File: config.mk
export PLATFORM = sky130hd
export DESIGN_NAME = rbg_counter
export DESIGN_NICKNAME = d
export VERILOG_FILES = /design/src/rtl/dr_core_pkg.sv /design/src/rtl/rbg_counter.sv
export VERILOG_INCLUDE_DIRS = /design/src /design/src/rtl
export SDC_FILE = /design/constraint.sdc
export NUM_CORES = 1
export LEC_CHECK = 0
export BUFFER_PORTS_ARGS = -buffer_cell sky130_fd_sc_hd__buf_2
export CAP_MARGIN = 10
export CORE_AREA = 5 5 42 44
export CTS_CLUSTER_SIZE = 8
export DETAILED_ROUTE_END_ITERATION = 7
export DIE_AREA = 0 0 47 49
export GPL_ROUTABILITY_DRIVEN = 0
export GPL_TIMING_DRIVEN = 0
export SYNTH_ARGS = -nofsm -noshare
export SYNTH_HDL_FRONTEND = slang
export SYNTH_SLANG_ARGS = --single-unit
File: constraint.sdc
create_clock -name i_clk -period 1.8 [get_ports i_clk]
set_clock_uncertainty 0.15 [all_clocks]
set_input_delay 0.36 -clock i_clk [delete_from_list [all_inputs] [get_ports i_clk]]
set_output_delay 0.36 -clock i_clk [all_outputs]
set_load 0.02 [all_outputs]
File: src/rtl/pusch_dr_config.svh
// Build-time configuration for the PUSCH power front end
// lane count, antenna count, sample and word widths
// RBG lengths selected by the size code
`ifndef PUSCH_DR_CONFIG_SVH
`define PUSCH_DR_CONFIG_SVH

// ----------------------------------------------------------
// fronthaul geometry
// ----------------------------------------------------------
`define PUSCH_LANE      4                   // 64-bit lanes per beat
`define PUSCH_ANT       (2 * `PUSCH_LANE)   // two antennas per lane
`define PUSCH_IQ_W      16                  // width of I and of Q
`define PUSCH_WORD_W    64                  // lane and tx word width

// ----------------------------------------------------------
// power and RBG grouping
// ----------------------------------------------------------
`define PUSCH_PWR_W     40                  // accumulated power width
`define PUSCH_RBG_IDX_W 4                   // rbg index wraps mod 16
`define PUSCH_RBG_LEN_0 4                   // size code 0
`define PUSCH_RBG_LEN_1 8                   // size code 1
`define PUSCH_RBG_LEN_2 16                  // size codes 2 and 3

`endif
File: src/rtl/dr_core_pkg.sv
// Core datapath and control types
// per-antenna IQ sample, one RE across all antennas
// power sum vector, RBG size code, control FSM state
`default_nettype none

`include "pusch_dr_config.svh"

package dr_core_pkg;

    typedef struct packed {
        logic signed [`PUSCH_IQ_W-1:0] i;       // upper half
        logic signed [`PUSCH_IQ_W-1:0] q;       // lower half
    } iq_t;

    typedef iq_t [`PUSCH_ANT-1:0] ant_iq_t;

    typedef logic [`PUSCH_ANT-1:0][`PUSCH_PWR_W-1:0] pwr_vec_t;

    typedef enum logic [1:0] {
        RBG_4   = 2'd0,
        RBG_8   = 2'd1,
        RBG_16  = 2'd2,
        RBG_16B = 2'd3                          // same length as code 2
    } rbg_size_e;

    typedef enum logic [1:0] {
        ST_IDLE  = 2'd0,
        ST_ACCUM = 2'd1,
        ST_FLUSH = 2'd2
    } ctrl_state_e;

endpackage

`default_nettype wire

File: src/rtl/rbg_counter.sv
// RE and RBG index counters
// group length decoded from the RBG size code
`timescale 1ns/100ps
`default_nettype none

`include "pusch_dr_config.svh"

module rbg_counter (
    input  wire logic                    i_clk,
    input  wire logic                    i_rst_n,
    input  wire dr_core_pkg::rbg_size_e  i_rbg_size,
    input  wire logic                    i_step,
    input  wire logic                    i_rst_cnt,
    output logic                         o_rbg_last,
    output logic [`PUSCH_RBG_IDX_W-1:0]  o_rbg_idx
);

    logic [4:0] rbg_len;
    logic [3:0] re_cnt;                         // RE position within the group

    always_comb begin
        case (i_rbg_size)
            dr_core_pkg::RBG_4: rbg_len = 5'(`PUSCH_RBG_LEN_0);
            dr_core_pkg::RBG_8: rbg_len = 5'(`PUSCH_RBG_LEN_1);
            default:            rbg_len = 5'(`PUSCH_RBG_LEN_2);
        endcase
    end

    assign o_rbg_last = ({1'b0, re_cnt} == rbg_len - 5'd1);

    always_ff @(posedge i_clk or negedge i_rst_n) begin
        if (!i_rst_n) begin
            re_cnt    <= '0;
            o_rbg_idx <= '0;
        end else if (i_rst_cnt) begin
            re_cnt    <= '0;
            o_rbg_idx <= '0;
        end else if (i_step) begin
            re_cnt    <= o_rbg_last ? 4'd0 : re_cnt + 4'd1;
            o_rbg_idx <= o_rbg_idx + {{(`PUSCH_RBG_IDX_W-1){1'b0}}, o_rbg_last};
        end
    end

endmodule

`default_nettype wire

==> summary.md <==
| Metric | Value |
|---|---|
| Startpoint Class | `register` |
| Kind of end point of the critical path | `output port` |
| Floorplan die area | `2300 µm²` |
| Post-route ant nets | `0` |
| Count of max-cap constraint violations | `0` |
| Arrival time worst endpoint | `1.35 ns` |
| Die width | `47 µm` |
| Maximum ir drop on the vdd rail | `0.399 mV` |
| Required time of the critical path | `1.29 ns` |
| First-pass GRT wire length | `1350 µm` |
| Post-route DRC | `0` |
| Clock root buffer master | `clkbuf_4` |
| Worst hold path type | `in -> reg` |
| RSZ-0062 raised after global routing | `true` |
| Max_slew headroom | `0.841` |
| Layout cells sized above 1 | `0.404` |
| Worst flop-to-flop path endpoint | `o_rbg_idx[2]` |
| Net Count, Synth | `52` |
| Total I/O pin count | `11` |
| CP max stage delay | `0.42 ns` |
| Fraction of the cycle the final worst path needs | `1.03` |
| Buffer depth of the longest clock path | `2` |
| First element of the critical path | `re_cnt[3]` |
| Syn_area_per_cell | `10.5 µm²` |
| Clock input transition at the sequential cells of the worst setup and hold paths | `0.05 ns` |
| Min Tclk post-route | `1.86 ns` |
| Leak Pwr | `0.296 nW` |
| FF+latch count, synth | `8` |
| Power density over the cells | `618 nW/µm²` |
| Violated checks | `negative setup slack` |
| GRT Total Usage | `0.0859` |
| Finish-stage setup viols | `3` |
| Detailed-router iteration count before antenna repair | `2` |
| Area growth, synth to finish | `30.5%` |
| Largest fanout on the critical path | `5` |
| Critical path cell sequence | `and3_4 -> o31a_1 -> buf_6` |
| Initial core utilization | `0.322` |
| Antenna violations before repair | `0` |
| Core footprint | `1400 µm²` |
| Final setup TNS | `-0.0888 ns` |
| Number of sinks driven by the clock tree | `8` |
| Synthesized area | `452 µm²` |
| Overall power | `0.364 mW` |
| Initial DRC Count | `5` |
| Via count | `366` |
| Count of final hold-check violations | `0` |
| Total overflow reported by the global router | `0` |
| H-tree depth | `1` |
| Layout net count | `68` |
| Final Max Tran Viols | `0` |
| CTS tree | `built` |
| Number of buffers created by CTS | `3` |
| Worst Tran Pin Value | `0.235 ns` |
| Maximum achievable frequency | `0.538 GHz` |
| Number of cells on the worst hold path | `3` |
| HPWL after DPL | `590 µm` |
| Number of cells produced by synthesis | `43` |
| Detail-routed net length per standard cell | `12.6 µm` |
| Antenna fix cells | `0` |
| Critical-path top delay cell | `dfrtp_2` |
| IO buf count | `8` |
| Worst Setup Slack, final | `-0.0588 ns` |
| Slack of the worst reg-to-reg path | `-0.02 ns` |
| Worst Hold Launch | `i_step` |
| Path type of the worst setup path | `reg -> out` |
| Post-Route WL | `923 µm` |
| Floorplan die height | `49 µm` |
| Number of global-route vias before repair | `339` |
| Outcome | `complete, but fails checks` |
| Latest clock arrival within the worst-skew pair | `0.26 ns` |
| Reg-to-reg startpoint | `re_cnt[3]` |
| Standard-cell row count | `14` |
| Endpoint with the worst hold slack | `o_rbg_idx[0]` |
| Ratio of routed vias to standard cells | `5.01` |
| Distinct cells, synth | `21` |
| Number of cells on the worst reg-to-reg path | `7` |
| Total of warnings raised by yosys | `0` |
| Fraction of the yosys area taken by sequential cells | `0.443` |
| Pin count of the biggest net entering global routing | `9` |
## worst max-delay path by stage
stage	end	depth (start not counted)
floorplan	o_rbg_idx[1]	6
global placement	o_rbg_idx[1]	7
detailed placement	o_rbg_idx[1]	7
CTS	o_rbg_last	3
global route	o_rbg_idx[1]	6
finish	o_rbg_last	3
## what timing repair did
action / in CTS / in global routing
gates cloned: 0 / 0
hold buffers: 1 / 0
pin swaps: 5 / 4
buffers inserted: 2 / 0
setup endpoints to repair: 3 / 5
resized for setup: 6 / 1
endpoints found under the hold margin: 8 / 0
## synth_stat cells
library cell | count | area share
a21oi_1 | 1 | 0.011
a21oi_2 | 1 | 0.019
a2bb2oi_1 | 1 | 0.019
and2b_4 | 1 | 0.022
and3_4 | 1 | 0.025
buf_4 | 1 | 0.017
clkdlybuf4s15_2 | 1 | 0.025
dfrtp_1 | 8 | 0.44
ha_1 | 3 | 0.083
inv_1 | 1 | 0.0083
mux2i_1 | 4 | 0.089
nand2_1 | 3 | 0.025
nand3_1 | 1 | 0.011
nand4_1 | 1 | 0.014
nor2_1 | 7 | 0.058
nor3_1 | 2 | 0.022
nor4_1 | 1 | 0.014
nor4bb_1 | 1 | 0.022
o31a_1 | 1 | 0.019
or3_1 | 1 | 0.014
xor2_1 | 2 | 0.039
## metrics by stage
stage	util	setup WS (ns)	std cells	hold slack (ns)	cell area, µm²
floorplan	-	-0.0689	43	-0.0856	452
global placement	0.365	-0.106	67	0.0640	512
detailed placement	0.365	-0.123	67	0.0642	512
CTS	0.417	-0.0672	73	0.293	584
global route	0.421	-0.120	73	0.320	589
finish	0.421	-0.0588	73	0.297	589
## critical path: cells and delay by family (launching register included)
kind | cells | cell delay [ns]
flops | 1 | 0.42
compound gates | 1 | 0.34
simple gates | 1 | 0.18
buf+inv | 1 | 0.15
## cells by family (layout without fill, tap and decap cells)
logic type	Yosys count	in the layout	share of synthesized area
AND/OR/NAND/NOR	19	19	0.227
multiplexers	4	4	0.0886
buffers and inverters	3	17	0.0499
flip-flops	8	8	0.443
adder cells (fa/ha/maj)	3	3	0.0831
XOR/XNOR	2	2	0.0388
AO/OA/AOI/OAI	4	4	0.0693
## sequential cells by signal, indices dropped and copies added, names as in the netlist
signal / count
o_rbg_idx: 4
re_cnt: 4
## power breakdown
part           internal [mW]  switching [mW]
Clock                 0.0765          0.0638
Combinational         0.0180          0.0186
Sequential             0.183         0.00408
## layout make-up
type / count / area, µm²
Fill cell: 148 / 812
Multi-Input combinational cell: 32 / 251
Sequential cell: 8 / 201
Timing Repair Buffer: 11 / 71.3
Clock buffer: 3 / 22.5
Tap cell: 16 / 20.0
Buffer: 2 / 18.8
Inverter: 1 / 3.75
## routing by layer
layer,share of wire,vias to the layer above,global-route usage
li1,-,183,-
met1,0.44,165,0.108
met2,0.44,12,0.118
met3,0.065,6,0.0221
met4,0.053,0,0.0691
met5,0,-,0
## placed cells by master, fill, tap and decap left out, drive strengths merged
master         instances
a2bb2oi                1
and3                   1
mux2i                  4
and2b                  1
nand3                  1
nor4                   1
clkbuf                 3
or3                    1
buf                   11
dfrtp                  8
clkdlybuf4s15          1
inv                    1
nor2                   7
ha                     3
dlygate4sd3            1
nor3                   2
o31a                   1
nor4bb                 1
nand4                  1
a21oi                  2
xor2                   2
nand2                  3
Power figures use the tool's default switching activity.
