==> config.mk <==
export PLATFORM = sky130hd
export DESIGN_NAME = tx_repack
export DESIGN_NICKNAME = d
export VERILOG_FILES = /design/src/rtl/dr_core_pkg.sv /design/src/rtl/cpri_frame_pkg.sv /design/src/rtl/tx_repack.sv
export VERILOG_INCLUDE_DIRS = /design/src /design/src/rtl
export SDC_FILE = /design/constraint.sdc
export NUM_CORES = 1
export LEC_CHECK = 0
export BUFFER_PORTS_ARGS = -buffer_cell sky130_fd_sc_hd__clkbuf_2
export CORE_MARGIN = 5
export CORE_UTILIZATION = 40
export CTS_CLUSTER_SIZE = 12
export DETAILED_ROUTE_END_ITERATION = 10
export PLACE_DENSITY = 0.75
export RECOVER_POWER = 100
export SYNTH_ARGS = -nofsm -noshare
export SYNTH_HDL_FRONTEND = slang
export SYNTH_SLANG_ARGS = --single-unit
==> constraint.sdc <==
create_clock -name i_clk -period 18.65 [get_ports i_clk]
set_input_delay 0.9325 -clock i_clk [delete_from_list [all_inputs] [get_ports i_clk]]
set_output_delay 0.9325 -clock i_clk [all_outputs]
set_load 0.05 [all_outputs]
==> src/rtl/pusch_dr_config.svh <==
// Build-time configuration for the PUSCH power front end
// lane count, antenna count, sample and word widths
// RBG lengths selected by the size code
`ifndef PUSCH_DR_CONFIG_SVH
`define PUSCH_DR_CONFIG_SVH

// ----------------------------------------------------------
// fronthaul geometry
// ----------------------------------------------------------
`define PUSCH_LANE      4                   // 64-bit lanes per beat
`define PUSCH_ANT       (2 * `PUSCH_LANE)   // two antennas per lane
`define PUSCH_IQ_W      16                  // width of I and of Q
`define PUSCH_WORD_W    64                  // lane and tx word width

// ----------------------------------------------------------
// power and RBG grouping
// ----------------------------------------------------------
`define PUSCH_PWR_W     40                  // accumulated power width
`define PUSCH_RBG_IDX_W 4                   // rbg index wraps mod 16
`define PUSCH_RBG_LEN_0 4                   // size code 0
`define PUSCH_RBG_LEN_1 8                   // size code 1
`define PUSCH_RBG_LEN_2 16                  // size codes 2 and 3

`endif
==> src/rtl/dr_core_pkg.sv <==
// Core datapath and control types
// per-antenna IQ sample, one RE across all antennas
// power sum vector, RBG size code, control FSM state
`default_nettype none

`include "pusch_dr_config.svh"

package dr_core_pkg;

    typedef struct packed {
        logic signed [`PUSCH_IQ_W-1:0] i;       // upper half
        logic signed [`PUSCH_IQ_W-1:0] q;       // lower half
    } iq_t;

    typedef iq_t [`PUSCH_ANT-1:0] ant_iq_t;

    typedef logic [`PUSCH_ANT-1:0][`PUSCH_PWR_W-1:0] pwr_vec_t;

    typedef enum logic [1:0] {
        RBG_4   = 2'd0,
        RBG_8   = 2'd1,
        RBG_16  = 2'd2,
        RBG_16B = 2'd3                          // same length as code 2
    } rbg_size_e;

    typedef enum logic [1:0] {
        ST_IDLE  = 2'd0,
        ST_ACCUM = 2'd1,
        ST_FLUSH = 2'd2
    } ctrl_state_e;

endpackage

`default_nettype wire

==> src/rtl/cpri_frame_pkg.sv <==
// Fronthaul framing types
// rx beat with lane words and sop/eop markers
// rx header carried in lane 0 of the sop beat
// tx header word and tx stream word
`default_nettype none

`include "pusch_dr_config.svh"

package cpri_frame_pkg;

    // ----------------------------------------------------------
    // rx side
    // ----------------------------------------------------------
    typedef struct packed {
        logic [3:0]  pkg_type;
        logic        cell_idx;
        logic [6:0]  slot_idx;
        logic [3:0]  symb_idx;
        logic [7:0]  fft_agc;
        logic [39:0] pad;                       // unused, zero
    } rx_hdr_t;

    typedef struct packed {
        logic [`PUSCH_LANE-1:0][`PUSCH_WORD_W-1:0] lane;
        logic                                      sop;    // header beat
        logic                                      eop;    // last RE beat
    } rx_beat_t;

    // ----------------------------------------------------------
    // tx side
    // ----------------------------------------------------------
    typedef struct packed {
        logic [1:0]  aiu_idx;
        logic [3:0]  pkg_type;
        logic        cell_idx;
        logic [6:0]  slot_idx;
        logic [3:0]  symb_idx;
        logic [3:0]  rbg_idx;
        logic [7:0]  fft_agc;
        logic [33:0] pad;                       // fills the lsbs
    } tx_hdr_t;

    typedef logic [`PUSCH_WORD_W-1:0] tx_word_t;

endpackage

`default_nettype wire

==> src/rtl/tx_repack.sv <==
// Tx frame serializer
// captures header fields and power sums at flush start,
// then sends the header word and one power word per antenna
`timescale 1ns/100ps
`default_nettype none

`include "pusch_dr_config.svh"

module tx_repack (
    input  wire logic                         i_clk,
    input  wire logic                         i_rst_n,
    input  wire logic                         i_flush_valid,
    input  wire cpri_frame_pkg::rx_hdr_t      i_hdr,
    input  wire logic [1:0]                   i_aiu_idx,
    input  wire logic [`PUSCH_RBG_IDX_W-1:0]  i_rbg_idx,
    input  wire dr_core_pkg::pwr_vec_t        i_pwr,
    output logic                              o_flush_done,
    output cpri_frame_pkg::tx_word_t          o_word,
    output logic                              o_valid,
    input  wire logic                         i_ready
);

    localparam int IDX_W = $clog2(`PUSCH_ANT + 1);

    logic                    busy_q;
    logic [IDX_W-1:0]        idx_q;             // 0 is the header word
    cpri_frame_pkg::tx_hdr_t hdr_q;
    dr_core_pkg::pwr_vec_t   pwr_q;
    logic                    last_word;

    assign o_valid      = busy_q;
    assign last_word    = (idx_q == IDX_W'(`PUSCH_ANT));
    assign o_flush_done = busy_q & i_ready & last_word;
    assign o_word       = (idx_q == '0) ? hdr_q :
                          {{(`PUSCH_WORD_W-`PUSCH_PWR_W){1'b0}}, pwr_q[idx_q - IDX_W'(1)]};

    // ----------------------------------------------------------
    // word sequencing
    // ----------------------------------------------------------
    always_ff @(posedge i_clk or negedge i_rst_n) begin
        if (!i_rst_n) begin
            busy_q <= 1'b0;
            idx_q  <= '0;
        end else if (!busy_q) begin
            busy_q <= i_flush_valid;
            idx_q  <= '0;
        end else if (i_ready) begin
            busy_q <= ~last_word;
            idx_q  <= idx_q + IDX_W'(1);
        end
    end

    always_ff @(posedge i_clk) begin
        if (!busy_q && i_flush_valid) begin
            pwr_q <= i_pwr;
            hdr_q <= '{aiu_idx:  i_aiu_idx,
                       pkg_type: i_hdr.pkg_type,
                       cell_idx: i_hdr.cell_idx,
                       slot_idx: i_hdr.slot_idx,
                       symb_idx: i_hdr.symb_idx,
                       rbg_idx:  i_rbg_idx,
                       fft_agc:  i_hdr.fft_agc,
                       pad:      '0};
        end
    end

endmodule

`default_nettype wire

==> metrics.yaml <==
status:
  violations: "capacitance limit, slew limit"
  outcome: "complete, but fails checks"
place:
  dp_cells: 1492
  gp_congestion: 0.825
  dp_hpwl_um: 22900
  numPortBuffers: 419
clock_tree:
  post_cts_buffers: 0
  clock-sinks: 355
  root_buffer: "clkbuf_16"
  ctsHoldBuffers: 0
  cts_buffers: 38
  cts_tree: "built"
  clk_latency_ns: 0.53
  ctsResizeCount: 0
  path_clk_slew_ns: 0.06
  cts_max_level: 2
  ctsLongestPathBuffers: 3
finish:
  stdcell_count: 1555
  area_delta_synth_final_pct: 25.9
  final_nets: 1481
  drive_gt1_share_pct: 43.3
worst_setup_path:
  crit_arrival_ns: 9.64
  cp.required_ns: 18.54
  crit_fanout: 164
  cpPeakStageDelay_ns: 5.87
  path_cells: "clkbuf_2 > nor2b_1 > clkbuf_1"
  crit_path_start_kind: "primary input"
  endpoint_kind: "register"
  cpMaxStageDelayCell: "clkbuf_1"
  path_class: "primary input to register"
floorplanning:
  start_util_pct: 40.5
  die_w_um: 194
  die_h_um: 194
  rows: 67
  die_area_um2: 37700
  core_um2: 33500
  io-pin-count: 460
route:
  routedWlPerCell_um: 21.1
  routed_wl_um: 32800
  viasPerCell: 4.94
  wl_met3_um: 3220
  dr.max_layer_used: "met5"
  drc_errors: 0
  drtAntennaViolNets: 0
  drtPass1Iterations: 5
  drtIter0Drc: 416
  route.met2.wl_um: 16800
  met1_length_um: 12000
  vias: 7683
synthesis:
  yosys_warnings: 0
  ys_ff_latch: 355
  synth_cell_types: 27
  synth_edf_count: 350
  avgSynthCellArea_um2: 20.9
  async_flop_share_pct: 1.41
  ys.flop_type: "edfxtp_1"
  syn_nets: 1046
  yosysSeqAreaShare_pct: 78.4
  synthCells: 649
  synth_area_um2: 13600
timing:
  slew-limit-headroom_pct: -451
  min_period_ns: 9.76
  min_period_over_period_pct: 52.3
  drv_slew: 544
  finalSetupViolCount: 0
  rsz0062_at_grt: "false"
  skew_ns: 0.0120
  setup-tns-final_ns: 0
  hold_viol: 0
  max_freq_mhz: 102
  worst_pin_slew_ns: 8.26
power:
  total_leakage_power_uw: 0.00624
  power.density_nw_per_um2: 177
  ir_drop_mv: 0.169
global_routing:
  grt_pass1_wl_um: 49200
  grt_overflow: 0
  antenna_found_initial: 5
  groute.usage.overall_pct: 17.1
  grt_max_degree: 165
  grt_pass1_vias: 8336
job:
  maxCapViolCount: 8
min_path:
  worstHoldPathType: "primary input to asynchronous set/reset pin"
[flip-flops by register name, indices dropped and copies added (netlist names)]
signal and cells:
o_valid 1, idx_q 4, pwr_q 320, hdr_q 30
[area by class of cell]
type                    instances  area, µm²
multi-input cells             248       2700
repair buffers                427       2050
inverters                      14       52.6
diodes                          2       5.00
fillers                      2760      16500
clock buffers                  49       1010
clock inverters                12       61.3
flip-flops and latches        355      10600
well taps                     448        561
[critical path: cells and delay by family]
| family | cells | cell delay, ns |
|---|---|---|
| buffers and inverters | 2 | 5.96 |
| and+or+nand+nor | 1 | 2.44 |
[where the power goes]
| group | total, µW | internal, µW | switching, µW |
|---|---|---|---|
| registers | 1000 | 954 | 47.2 |
| clock network | 664 | 380 | 283 |
| logic | 1360 | 426 | 938 |
[synthesized netlist by cell type, types with 5 or more instances]
cell type  number  area (µm²)
clkbuf_1        7        26.3
buf_6           8        90.1
a221oi_1        6        52.6
and2_1         27         169
nand2_1        70         263
inv_1          14        52.6
a21oi_1        34         170
nor2_1         10        37.5
mux4_2         80        1800
buf_2          16        80.1
edfxtp_1      350       10500
dfrtp_1         5         125
[cell usage in the layout, fill, tap and decap left out, drive strengths merged, types with 3 or more instances in the layout]
cell and count:
clkbuf 472, buf 4, xnor2 3, nand2 70, nand2b 3, a21oi 34
dfrtp 5, inv 15, nor2 10, ha 3, clkinv 10, a221oi 6
nor2b 3, edfxtp 350, and2 27, mux4 80
[routing by layer]
layer / GRT usage [%] / vias up
li1: - / 3461
met4: 5.78 / 6
met3: 5.86 / 55
met1: 20.5 / 3787
met5: 0 / -
met2: 29.2 / 374
[per-stage QoR]
stage	utilization, %	cell area, µm²	setup slack, ns	hold slack (ns)	total power (µW)
after CTS	51.4	17200	13.35	0.165	3070
after floorplan	-	13600	1.59	0.557	2070
after global placement	48.1	16100	13.95	0.601	2390
final	50.9	17100	8.89	0.253	3030
after detailed placement	48.1	16100	13.96	0.614	2400
after global routing	50.9	17100	8.03	0.247	3190
[path summary, 6_finish.rpt]
| path | cells after the start | to | slack, ns | start |
|---|---|---|---|---|
| setup / recovery | 3 | pwr_q[253] | 8.89 | i_flush_valid |
| hold / removal | 1 | idx_q[0] | 0.25 | i_rst_n |
| setup reg to reg | 2 | pwr_q[253] | 8.92 | o_valid |
| hold reg to reg | 2 | idx_q[1] | 0.62 | idx_q[1] |
| max in group asynchronous | 1 | o_valid | 18.17 | i_rst_n |
| min in group i_clk | 1 | pwr_q[230] | 0.57 | i_pwr[230] |
[kinds of logic (layout without fill, tap and decap cells)]
group / Yosys count / count (layout) / synth area share, %
buffers and inverters: 46 / 502 / 1.89
adder cells (fa/ha/maj): 3 / 3 / 0.277
flip-flops: 355 / 355 / 78.4
other: 0 / 2 / 0
AO/OA/AOI/OAI: 42 / 42 / 1.72
XOR/XNOR: 5 / 5 / 0.434
AND/OR/NAND/NOR: 117 / 117 / 3.93
multiplexers: 81 / 81 / 13.4
(Power assumes the default switching activity.)
