`config.mk`:
```
export PLATFORM = sky130hd
export DESIGN_NAME = pipe_stage
export DESIGN_NICKNAME = d
export VERILOG_FILES = /design/src/rtl/pipe_stage.sv
export SDC_FILE = /design/constraint.sdc
export NUM_CORES = 1
export LEC_CHECK = 0
export ABC_CLOCK_PERIOD_IN_PS = 1400
export BUFFER_PORTS_ARGS = -buffer_cell sky130_fd_sc_hd__buf_2
export CAP_MARGIN = 20
export CORE_AREA = 4 4 80 82
export CTS_CLUSTER_DIAMETER = 100
export DETAILED_ROUTE_END_ITERATION = 12
export DIE_AREA = 0 0 84 86
export PLACE_DENSITY_LB_ADDON = 0.05
export SLEW_MARGIN = 20
export SYNTH_ARGS = -nofsm -noshare
export SYNTH_HDL_FRONTEND = slang
export SYNTH_SLANG_ARGS = --single-unit
```
`constraint.sdc`:
```
create_clock -name i_clk -period 1.4 [get_ports i_clk]
set_clock_uncertainty 0.05 [all_clocks]
set_input_delay 0.28 -clock i_clk [delete_from_list [all_inputs] [get_ports i_clk]]
set_output_delay 0.28 -clock i_clk [all_outputs]
set_load 0.05 [all_outputs]
```
`src/rtl/pipe_stage.sv`:
```
// Single-entry valid/ready register slice
// payload type is a parameter, full throughput
`timescale 1ns/100ps
`default_nettype none

module pipe_stage #(
    parameter type T = logic [63:0]
)(
    input  wire logic i_clk,
    input  wire logic i_rst_n,

    input  wire T     i_data,
    input  wire logic i_valid,
    output logic      o_ready,

    output T          o_data,
    output logic      o_valid,
    input  wire logic i_ready
);

    logic valid_q;
    T     data_q;

    assign o_ready = ~valid_q | i_ready;        // empty, or draining this cycle
    assign o_valid = valid_q;
    assign o_data  = data_q;

    always_ff @(posedge i_clk or negedge i_rst_n) begin
        if (!i_rst_n) begin
            valid_q <= 1'b0;
        end else if (o_ready) begin
            valid_q <= i_valid;
        end
    end

    always_ff @(posedge i_clk) begin
        if (i_valid && o_ready) begin
            data_q <= i_data;
        end
    end

endmodule

`default_nettype wire

```
==> flow_summary.ini, run 1 <==
[yosys]
netlist_instances = 68
ys_async_sr_fraction_pct = 1.54
synth_top_area_share_pct = 97.3
yosysSeqAreaShare_pct = 98.5
synth_compound_area_share_pct = 0
muxShareOfSynthArea_pct = 0
synthTopCellsByCount = edfxtp_1 (64), and2_4 (1), dfrtp_1 (1), nand2b_1 (1), nand2b_4 (1)
synth_edf_count = 64
synth_top_family_by_area = simple AND/OR/NAND/NOR gates
ys_types = 5
yosysWarnings = 0
synth_xor_area_share_pct = 0
yosysMostFrequentCell = edfxtp_1
synthTopCellsByArea = edfxtp_1 (97%), dfrtp_1 (1.3%), nand2b_4 (0.70%), and2_4 (0.44%), nand2b_1 (0.32%)
syn_area_um2 = 1980
synthAdderAreaFrac_pct = 0
synth-simple-area-share_pct = 1.46
synthFlopType = edfxtp_1
syn_nets = 136
yosys.area.top_type = edfxtp_1
syn_avg_cell_area_um2 = 29.1
ys_ff_latch = 65

[clock_tree]
clockBufferDepth = 2
h-tree-depth = 3
cts-root-buf = clkbuf_8
post_cts_buffers = 0
cts_tree = yes
cts_buffers = 9
clk_pin_slew_ns = 0.07
clock_latency_ns = 0.32
cts_sinks = 65

[drt]
vias = 1185
viasPerCell = 4.03
ant_nets = 0
drt_first_pass_iters = 4
drc = 0
first_iter_violations = 53
wl_per_cell_um = 13.7
wl_um = 4020

[critical_path]
end_kind = primary output
start_kind = flip-flop
worstSetupPathType = flip-flop to primary output
cp.required_ns = 1.07
arrival_ns = 1.01
crit_fanout = 3

[sta]
max_slew_margin_pct = 82.5
drv_slew = 0
fin_crit_ns = 1.34
min_period_over_period_pct = 95.5
rsz0062_at_grt = false
setup_violations = 0
max_freq_mhz = 748
worst-slew-pin-transition_ns = 0.265
finalHoldViolCount = 0

[finish]
n_antenna_cell = 0
fin_cells = 294
drive_gt1_share_pct = 68.0
area_delta_synth_final_pct = 50.0
design_area_um2 = 2960
fill_cells = 522
fin_util_pct = 51.6
nets = 283

[floorplan]
die_y_um = 86
core-area_um2 = 5750
row_count = 28
start_util_pct = 34.4
ioPinCount = 134
fp.dieW_um = 84
dieArea_um2 = 7220

[grt]
gr-total-overflow = 0
grt_pass1_wl_um = 6110
grtUsageTotal_pct = 11.5
grt_pass1_vias = 1276
grt_max_degree = 36
antenna_found_initial = 0

[power]
p_leak_nw = 1.27
peakVddDrop_mv = 0.720
power_density_nw_per_um2 = 1450

[min_path]
holdCritPathClass = input port to flip-flop

[place]
place_congestion = 0.697
dpl.hpwl_um = 3090
place.port_buffers = 133
post_dp_cell_area_um2 = 2780
dpl.cell_count = 278

[outcome]
status = finished clean

[job]
maxCapViolCount = 0
==> flip-flops by register name, indices dropped and copies added, names as in the netlist <==
| register | cells |
|---|---|
| o_valid | 1 |
| o_data | 64 |
==> stage by stage <==
| stage | power [mW] | hold slack (ns) | worst slack (ns) | setup TNS, ns |
|---|---|---|---|---|
| floorplan | 2.75 | -0.0656 | -0.334 | -21.39 |
| global placement | 2.96 | 0.00478 | 0.189 | 0 |
| detailed placement | 2.97 | 0.00876 | 0.157 | 0 |
| CTS | 4.38 | 0.0574 | 0.0369 | 0 |
| global route | 4.51 | 0.0508 | 0.0122 | 0 |
| finish | 4.31 | 0.0801 | 0.0626 | 0 |
==> where the power goes <==
part | internal, mW | switching (mW)
logic | 0.155 | 0.472
registers | 2.27 | 0.0235
clock network | 0.784 | 0.606
total | 3.21 | 1.10
==> critical path, stage by stage, from the launching register on <==
cell,delay [ns]
dfrtp_2,0.42
nand2b_4,0.08
buf_4,0.19
==> cell usage in the layout (no fill, tap or decap) <==
cell / count
and2_4: 1
nand2b_4: 1
dfrtp_2: 1
buf_2: 132
dlygate4sd3_1: 1
clkbuf_8: 9
nand2b_1: 1
buf_12: 2
edfxtp_1: 64
clkinv_1: 4
clkinv_2: 1
buf_4: 1
bufinv_16: 1
==> path summary, 6_finish.rpt <==
check,startpoint,to,slack (ns),depth (start not counted)
worst max-delay path,o_valid$_DFFE_PN0P_,o_ready,0.06,2
worst min-delay path,i_data[44],o_data[44]$_DFFE_PP_,0.08,1
worst max register to register,o_valid$_DFFE_PN0P_,o_data[1]$_DFFE_PP_,0.16,3
worst min register to register,o_valid$_DFFE_PN0P_,o_valid$_DFFE_PN0P_,0.49,2
max in group asynchronous,i_rst_n,o_valid$_DFFE_PN0P_,1.00,2
min in group asynchronous,i_rst_n,o_valid$_DFFE_PN0P_,0.21,2
==> cells by family (layout without fill, tap and decap cells) <==
group,after synthesis,in the layout
buffers and inverters,0,151
and+or+nand+nor,3,3
DFF,65,65
==> metal layers <==
metal  track usage, %  routed length, um  vias to the layer above
li1                 -                  -                      566
met1             11.1               1320                      538
met2             19.5               2140                       73
met3             5.67                485                        8
met4             7.46                 77                        0
met5                0                  0                        -
==> repair_timing <==
action	in CTS	in global routing
hold endpoints to repair	1	0
resized for setup	1	0
hold buffers	1	0
setup endpoints to repair	1	0
==> cell type report <==
| class | instances | area, um2 | share of cell area (%) |
|---|---|---|---|
| timing repair buffer | 136 | 718 | 24.2 |
| clock inverter | 6 | 50.0 | 1.69 |
| multi-input combinational | 3 | 28.8 | 0.971 |
| sequential | 65 | 1950 | 65.8 |
| tap | 75 | 93.8 | 3.17 |
| clock buffer | 9 | 124 | 4.18 |
Power figures use the tool's default switching activity.
==> run 2, diff against run 1 <==
--- a/config.mk
+++ b/config.mk
@@ -5,7 +5,7 @@
 export SDC_FILE = /design/constraint.sdc
 export NUM_CORES = 1
 export LEC_CHECK = 0
-export ABC_CLOCK_PERIOD_IN_PS = 1400
+export ABC_CLOCK_PERIOD_IN_PS = 1200
 export BUFFER_PORTS_ARGS = -buffer_cell sky130_fd_sc_hd__buf_2
 export CAP_MARGIN = 20
 export CORE_AREA = 4 4 80 82
==> constraint.sdc (replaced) <==
create_clock -name i_clk -period 1.2 [get_ports i_clk]
set_clock_uncertainty 0.05 [all_clocks]
set_input_delay 0.24 -clock i_clk [delete_from_list [all_inputs] [get_ports i_clk]]
set_output_delay 0.24 -clock i_clk [all_outputs]
set_load 0.05 [all_outputs]
==> run 2 against run 1 <==
  * The run now ends with negative setup slack left
  * Register-to-register slack lost 0.28 ns
  * Setup slack got worse by 0.20 ns
  * Cell area up 20%
  * Critical path depth up 1
  * Routed wire length up 12%
  * Largest cell class unchanged
==> flow_summary.ini, run 2 (synthesized netlist as in run 1, its figures left out) <==
[outcome]
status = complete, but fails checks
violations = negative setup slack

[critical_path]
arrival_ns = 1.05
start_kind = flip-flop
r2r_slack_ns = -0.12
crit_fanout = 2
reg2regPathDepth = 4
path_delay_family = flip-flops
cp_slowest_cell = dfrtp_2
crit_buf_inv = 2
r2r-end = o_data[13]$_DFFE_PP_
end_kind = primary output
slowest_delay_ns = 0.43
crit_chain = nand2b_4 > buf_6 > buf_8
reg2reg_from = o_valid$_DFFE_PN0P_
worstSetupPathType = flip-flop to primary output
cp.required_ns = 0.91

[finish]
design_area_um2 = 3550
nets = 294
area_delta_synth_final_pct = 79.5
fin_util_pct = 61.7
layout_common_cells = buf_2 (67), buf_6 (67), edfxtp_1 (64), clkbuf_8 (9), buf_12 (4)
drive_gt1_share_pct = 70.0
fill_cells = 444
largest_reg_flops = 64
n_antenna_cell = 0

[sta]
worst-slew-pin-transition_ns = 0.135
max_slew_margin_pct = 91.0
setup_slack_ns = -0.141
finalHoldViolCount = 0
drv_slew = 0
min_period_over_period_pct = 112
hold_ws_ns = 0.0402
rsz0062_at_grt = true
max_freq_mhz = 745
setup_violations = 64
fin_crit_ns = 1.34

[power]
internal_power_mw = 3.96
combPwrFrac_pct = 18.2
power_density_nw_per_um2 = 1490
p_sw_share_pct = 25.2
p_leak_nw = 1.50
seqPwrFrac_pct = 51.1
pwr-share-clk_pct = 30.8
p_sw_mw = 1.33
peakVddDrop_mv = 0.848

[grt]
use_met2_pct = 20.5
antenna_found_initial = 0
grtUsageTotal_pct = 12.9
grt_pass1_vias = 1370
gr-usage-met3_pct = 6.72
grt_pass1_wl_um = 6750
gr-total-overflow = 0
top_usage_layer = met2
grt_util_met1_pct = 13.4
grt_max_degree = 16

[clock_tree]
cts_sinks = 65
cts_buffers = 9
clk_pin_slew_ns = 0.07
clock_latency_ns = 0.32
cts_tree = yes
cts-root-buf = clkbuf_8
h-tree-depth = 3
clockBufferDepth = 2

[floorplan]
start_util_pct = 34.4
ioPinCount = 134
core-area_um2 = 5750
row_count = 28
dieArea_um2 = 7220
fp.dieW_um = 84
die_y_um = 86

[min_path]
hold_start = i_data[18]
min_path_cells = 1
min_to = o_data[18]$_DFFE_PP_
holdCritPathClass = input port to flip-flop

[drt]
wl_um = 4490
drc = 0
viasPerCell = 4.11
ant_nets = 0
drt_first_pass_iters = 4
wl_per_cell_um = 14.7
vias = 1253
first_iter_violations = 49

[place]
post_dp_cell_area_um2 = 2790
dpl.hpwl_um = 3140
place.port_buffers = 133
place_congestion = 0.709

[job]
maxCapViolCount = 0
run 2: changes by cell type in the layout (fill, tap and decap cells not counted):
cell,before,now
buf_8,0,3
buf_2,132,67
clkbuf_1,0,1
buf_12,2,4
clkinv_1,4,2
buf_4,1,3
clkinv_2,1,2
buf_16,0,1
buf_6,0,67
clkbuf_16,0,1
run 2: worst max-delay path by stage:
stage / startpoint / to / slack (ns) / cells past startpoint
after detailed placement: o_valid$_DFFE_PN0P_ / o_data[37]$_DFFE_PP_ / -0.03 / 3
after floorplan: o_valid$_DFFE_PN0P_ / o_data[0]$_DFFE_PP_ / -0.53 / 2
after global routing: o_valid$_DFFE_PN0P_ / o_ready / -0.19 / 3
final: o_valid$_DFFE_PN0P_ / o_ready / -0.14 / 3
after CTS: o_valid$_DFFE_PN0P_ / o_ready / -0.18 / 3
after global placement: o_valid$_DFFE_PN0P_ / o_data[34]$_DFFE_PP_ / 0.003 / 3
run 2: power by group through the flow:
stage / clock network (mW) / registers, mW / logic [mW]
5_1_grt: 1.83 / 2.72 / 1.00
4_1_cts: 1.72 / 2.69 / 0.951
3_5_place_dp: 0 / 2.72 / 0.745
2_1_floorplan: 0 / 3.15 / 0.0568
6_report: 1.63 / 2.70 / 0.963
3_3_place_gp: 0 / 2.72 / 0.738
run 2: stage by stage:
stage | total power, mW | std cells | setup TNS, ns | setup WS (ns)
floorplan | 3.21 | 68 | -34.19 | -0.534
finish | 5.30 | 305 | -4.14 | -0.141
global route | 5.54 | 305 | -6.78 | -0.191
detailed placement | 3.47 | 280 | -1.23 | -0.0284
global placement | 3.46 | 280 | 0 | 0.00321
CTS | 5.36 | 305 | -6.80 | -0.177
run 2: final cells by class:
| cell class | instances | area, um2 | area share [%] |
|---|---|---|---|
| tap | 75 | 93.8 | 2.65 |
| clock inverter | 5 | 47.5 | 1.34 |
| timing repair buffer | 147 | 1300 | 36.7 |
| sequential | 65 | 1950 | 54.9 |
| multi-input combinational | 3 | 28.8 | 0.812 |
| clock buffer | 10 | 128 | 3.60 |
run 2: what timing repair did:
action,in CTS,in global routing
setup buffers,5,5
endpoints found under the setup margin,122,128
cloned,4,1
resized for setup,107,47
hold buffers,1,0
endpoints found under the hold margin,1,0
run 2: layer usage:
layer	wire length, um	vias up	share of wire, %
met1	1500	575	33
met5	0	-	0
met4	127	0	2.8
met3	489	13	11
met2	2370	76	53
li1	-	589	-
==> run 3, diff against run 2 <==
--- a/config.mk
+++ b/config.mk
@@ -5,13 +5,14 @@
 export SDC_FILE = /design/constraint.sdc
 export NUM_CORES = 1
 export LEC_CHECK = 0
+export ABC_AREA = 1
 export ABC_CLOCK_PERIOD_IN_PS = 1200
 export BUFFER_PORTS_ARGS = -buffer_cell sky130_fd_sc_hd__buf_2
 export CAP_MARGIN = 20
-export CORE_AREA = 4 4 80 82
+export CORE_AREA = 4 4 79 81
 export CTS_CLUSTER_DIAMETER = 100
 export DETAILED_ROUTE_END_ITERATION = 12
-export DIE_AREA = 0 0 84 86
+export DIE_AREA = 0 0 83 85
 export PLACE_DENSITY_LB_ADDON = 0.05
 export SLEW_MARGIN = 20
 export SYNTH_ARGS = -nofsm -noshare
==> run 3 against run 2 <==
  * The flow still finishes with violations (negative setup slack)
  * Synthesized cell count up 2.9%
  * Die area down 2.3%
  * Largest cell class unchanged
  * Combinational power down 2%
  * Setup slack worse by 0.024 ns
  * Count of clock-buffer cells in the layout up 1
  * Via count up 0.88%
  * Global-route usage down 0.49 points
==> flow_summary.ini, run 3 <==
[drt]
wl_per_cell_um = 15.0
vias = 1264
drc = 0
viasPerCell = 4.17
ant_nets = 0
first_iter_violations = 79
wl_um = 4550
drt_first_pass_iters = 4

[grt]
top_usage_layer = met2
grtUsageTotal_pct = 12.4
antenna_found_initial = 0
grt_pass1_wl_um = 6510
use_met2_pct = 21.1
grt_pass1_vias = 1377
gr-total-overflow = 0
grt_max_degree = 33
gr-usage-met3_pct = 6.50
grt_util_met1_pct = 11.8

[sta]
max_freq_mhz = 732
drv_slew = 0
setup_tns_ns = -9.93
hold_ws_ns = 0.0410
rsz0062_at_grt = true
worst-slew-pin-transition_ns = 0.250
fin_crit_ns = 1.37
max_slew_margin_pct = 83.5
finalHoldViolCount = 0
setup_violations = 66
min_period_over_period_pct = 114
setup_slack_ns = -0.166

[yosys]
ys_async_sr_fraction_pct = 1.54
synthFlopType = edfxtp_1
ys_ff_latch = 65
synth_top_area_share_pct = 97.7
syn_nets = 138
yosys.area.top_type = edfxtp_1
syn_avg_cell_area_um2 = 28.1
synthTopCellsByArea = edfxtp_1 (98%), dfrtp_1 (1.3%), inv_1 (0.38%), nand2_1 (0.38%), a21oi_1 (0.25%)
ys_types = 5
yosysSeqAreaShare_pct = 99.0
netlist_instances = 70
synth_edf_count = 64
yosysMostFrequentCell = edfxtp_1
synthTopCellsByCount = edfxtp_1 (64), inv_1 (2), nand2_1 (2)
yosysWarnings = 0
syn_area_um2 = 1970

[clock_tree]
h-tree-depth = 3
cts_sinks = 65
cts-root-buf = clkbuf_8
clk_pin_slew_ns = 0.07
clock_latency_ns = 0.32
clockBufferDepth = 2
cts_buffers = 9
cts_tree = yes

[finish]
layout_commonest_cell = buf_2
largest_reg_flops = 64
multi_input_area_um2 = 31.3
fin_cells = 303
nets = 294
layout_common_cells = buf_2 (68), buf_6 (64), edfxtp_1 (64), clkbuf_8 (9), buf_4 (5)
fill_cells = 416
ff_latch_area_um2 = 1950
drive_gt1_share_pct = 68.8
area_delta_synth_final_pct = 77.2
n_antenna_cell = 0
fin_util_pct = 63.7

[place]
dpl.cell_count = 279
place_congestion = 0.724
place.port_buffers = 133
post-place-ws_ns = -0.0539

[min_path]
hold_start = i_data[53]
min_to = o_data[53]$_DFFE_PP_
holdCritPathClass = input port to flip-flop
min_path_cells = 1

[critical_path]
start_kind = flip-flop
arrival_ns = 1.34
r2r_slack_ns = -0.17
reg2regPathDepth = 4
cp.required_ns = 1.18
reg2reg_from = o_valid$_DFFE_PN0P_
crit_fanout = 16
end_kind = flip-flop
worstSetupPathType = flip-flop to flip-flop
r2r-end = o_data[30]$_DFFE_PP_

[job]
maxCapViolCount = 0

[outcome]
status = complete, but fails checks
violations = negative setup slack

[power]
power_density_nw_per_um2 = 1460
p_leak_nw = 1.47
peakVddDrop_mv = 0.763

[floorplan]
row_count = 27
ioPinCount = 134
start_util_pct = 35.9
die_y_um = 85
fp.dieW_um = 83
core-area_um2 = 5470
dieArea_um2 = 7060
==> run 3: cell count changes in the layout (fill, tap and decap cells not counted), moves of 2 or more <==
| cell | change |
|---|---|
| inv_1 | +2 |
| buf_8 | -2 |
| buf_4 | +2 |
| buf_6 | -3 |
==> run 3: worst max-delay path, stage by stage, from the launching register on <==
cell	delay [ns]
dfrtp_2	0.41
buf_4	0.14
a21oi_4	0.16
buf_12	0.16
buf_12	0.15
==> run 3: routing by layer <==
layer / vias up / wire length, um
li1: 589 / -
met1: 589 / 1560
met4: 0 / 59
met3: 7 / 451
met5: - / 0
met2: 79 / 2480
==> run 3: kinds of logic after synthesis <==
group | after synthesis | synth area share (%)
flip-flops | 65 | 99.0
AND/OR/NAND/NOR | 2 | 0.382
buffers and inverters | 2 | 0.382
AO/OA/AOI/OAI | 1 | 0.254
==> run 3: power breakdown <==
part	switching, mW	total (mW)	internal (mW)
Combinational	0.578	0.946	0.368
Clock	0.717	1.44	0.725
Sequential	0.0535	2.70	2.65
Total	1.35	5.09	3.74
==> run 3: layout make-up <==
| type | count | share of cell area (%) |
|---|---|---|
| repair buffers | 145 | 36.0 |
| well taps | 72 | 2.59 |
| clock buffers | 11 | 3.77 |
| flip-flops and latches | 65 | 55.9 |
| clock inverters | 5 | 0.646 |
| multi-input cells | 3 | 0.898 |
| inverters | 2 | 0.215 |
==> run 3: through the flow <==
stage               power [mW]  area [um2]
floorplan                 3.21        1980
global placement          3.45        2790
detailed placement        3.47        2790
CTS                       5.03        3220
global route              5.32        3480
finish                    5.09        3480
==> run 3: what timing repair did <==
action,in CTS,in global routing
resized for setup,83,64
endpoints found under the hold margin,1,0
setup endpoints to repair,113,128
hold buffers,1,0
gates cloned,0,4
pin swaps,0,1
setup buffers,2,1
==> run 3: how the worst max path moves through the flow <==
stage | start | end | slack (ns)
2_1_floorplan | o_valid$_DFFE_PN0P_ | o_data[0]$_DFFE_PP_ | -0.93
3_3_place_gp | o_valid$_DFFE_PN0P_ | o_data[31]$_DFFE_PP_ | -0.02
3_5_place_dp | i_ready | o_data[39]$_DFFE_PP_ | -0.05
4_1_cts | o_valid$_DFFE_PN0P_ | o_ready | -0.16
5_1_grt | o_valid$_DFFE_PN0P_ | o_data[11]$_DFFE_PP_ | -0.22
6_report | o_valid$_DFFE_PN0P_ | o_data[30]$_DFFE_PP_ | -0.17
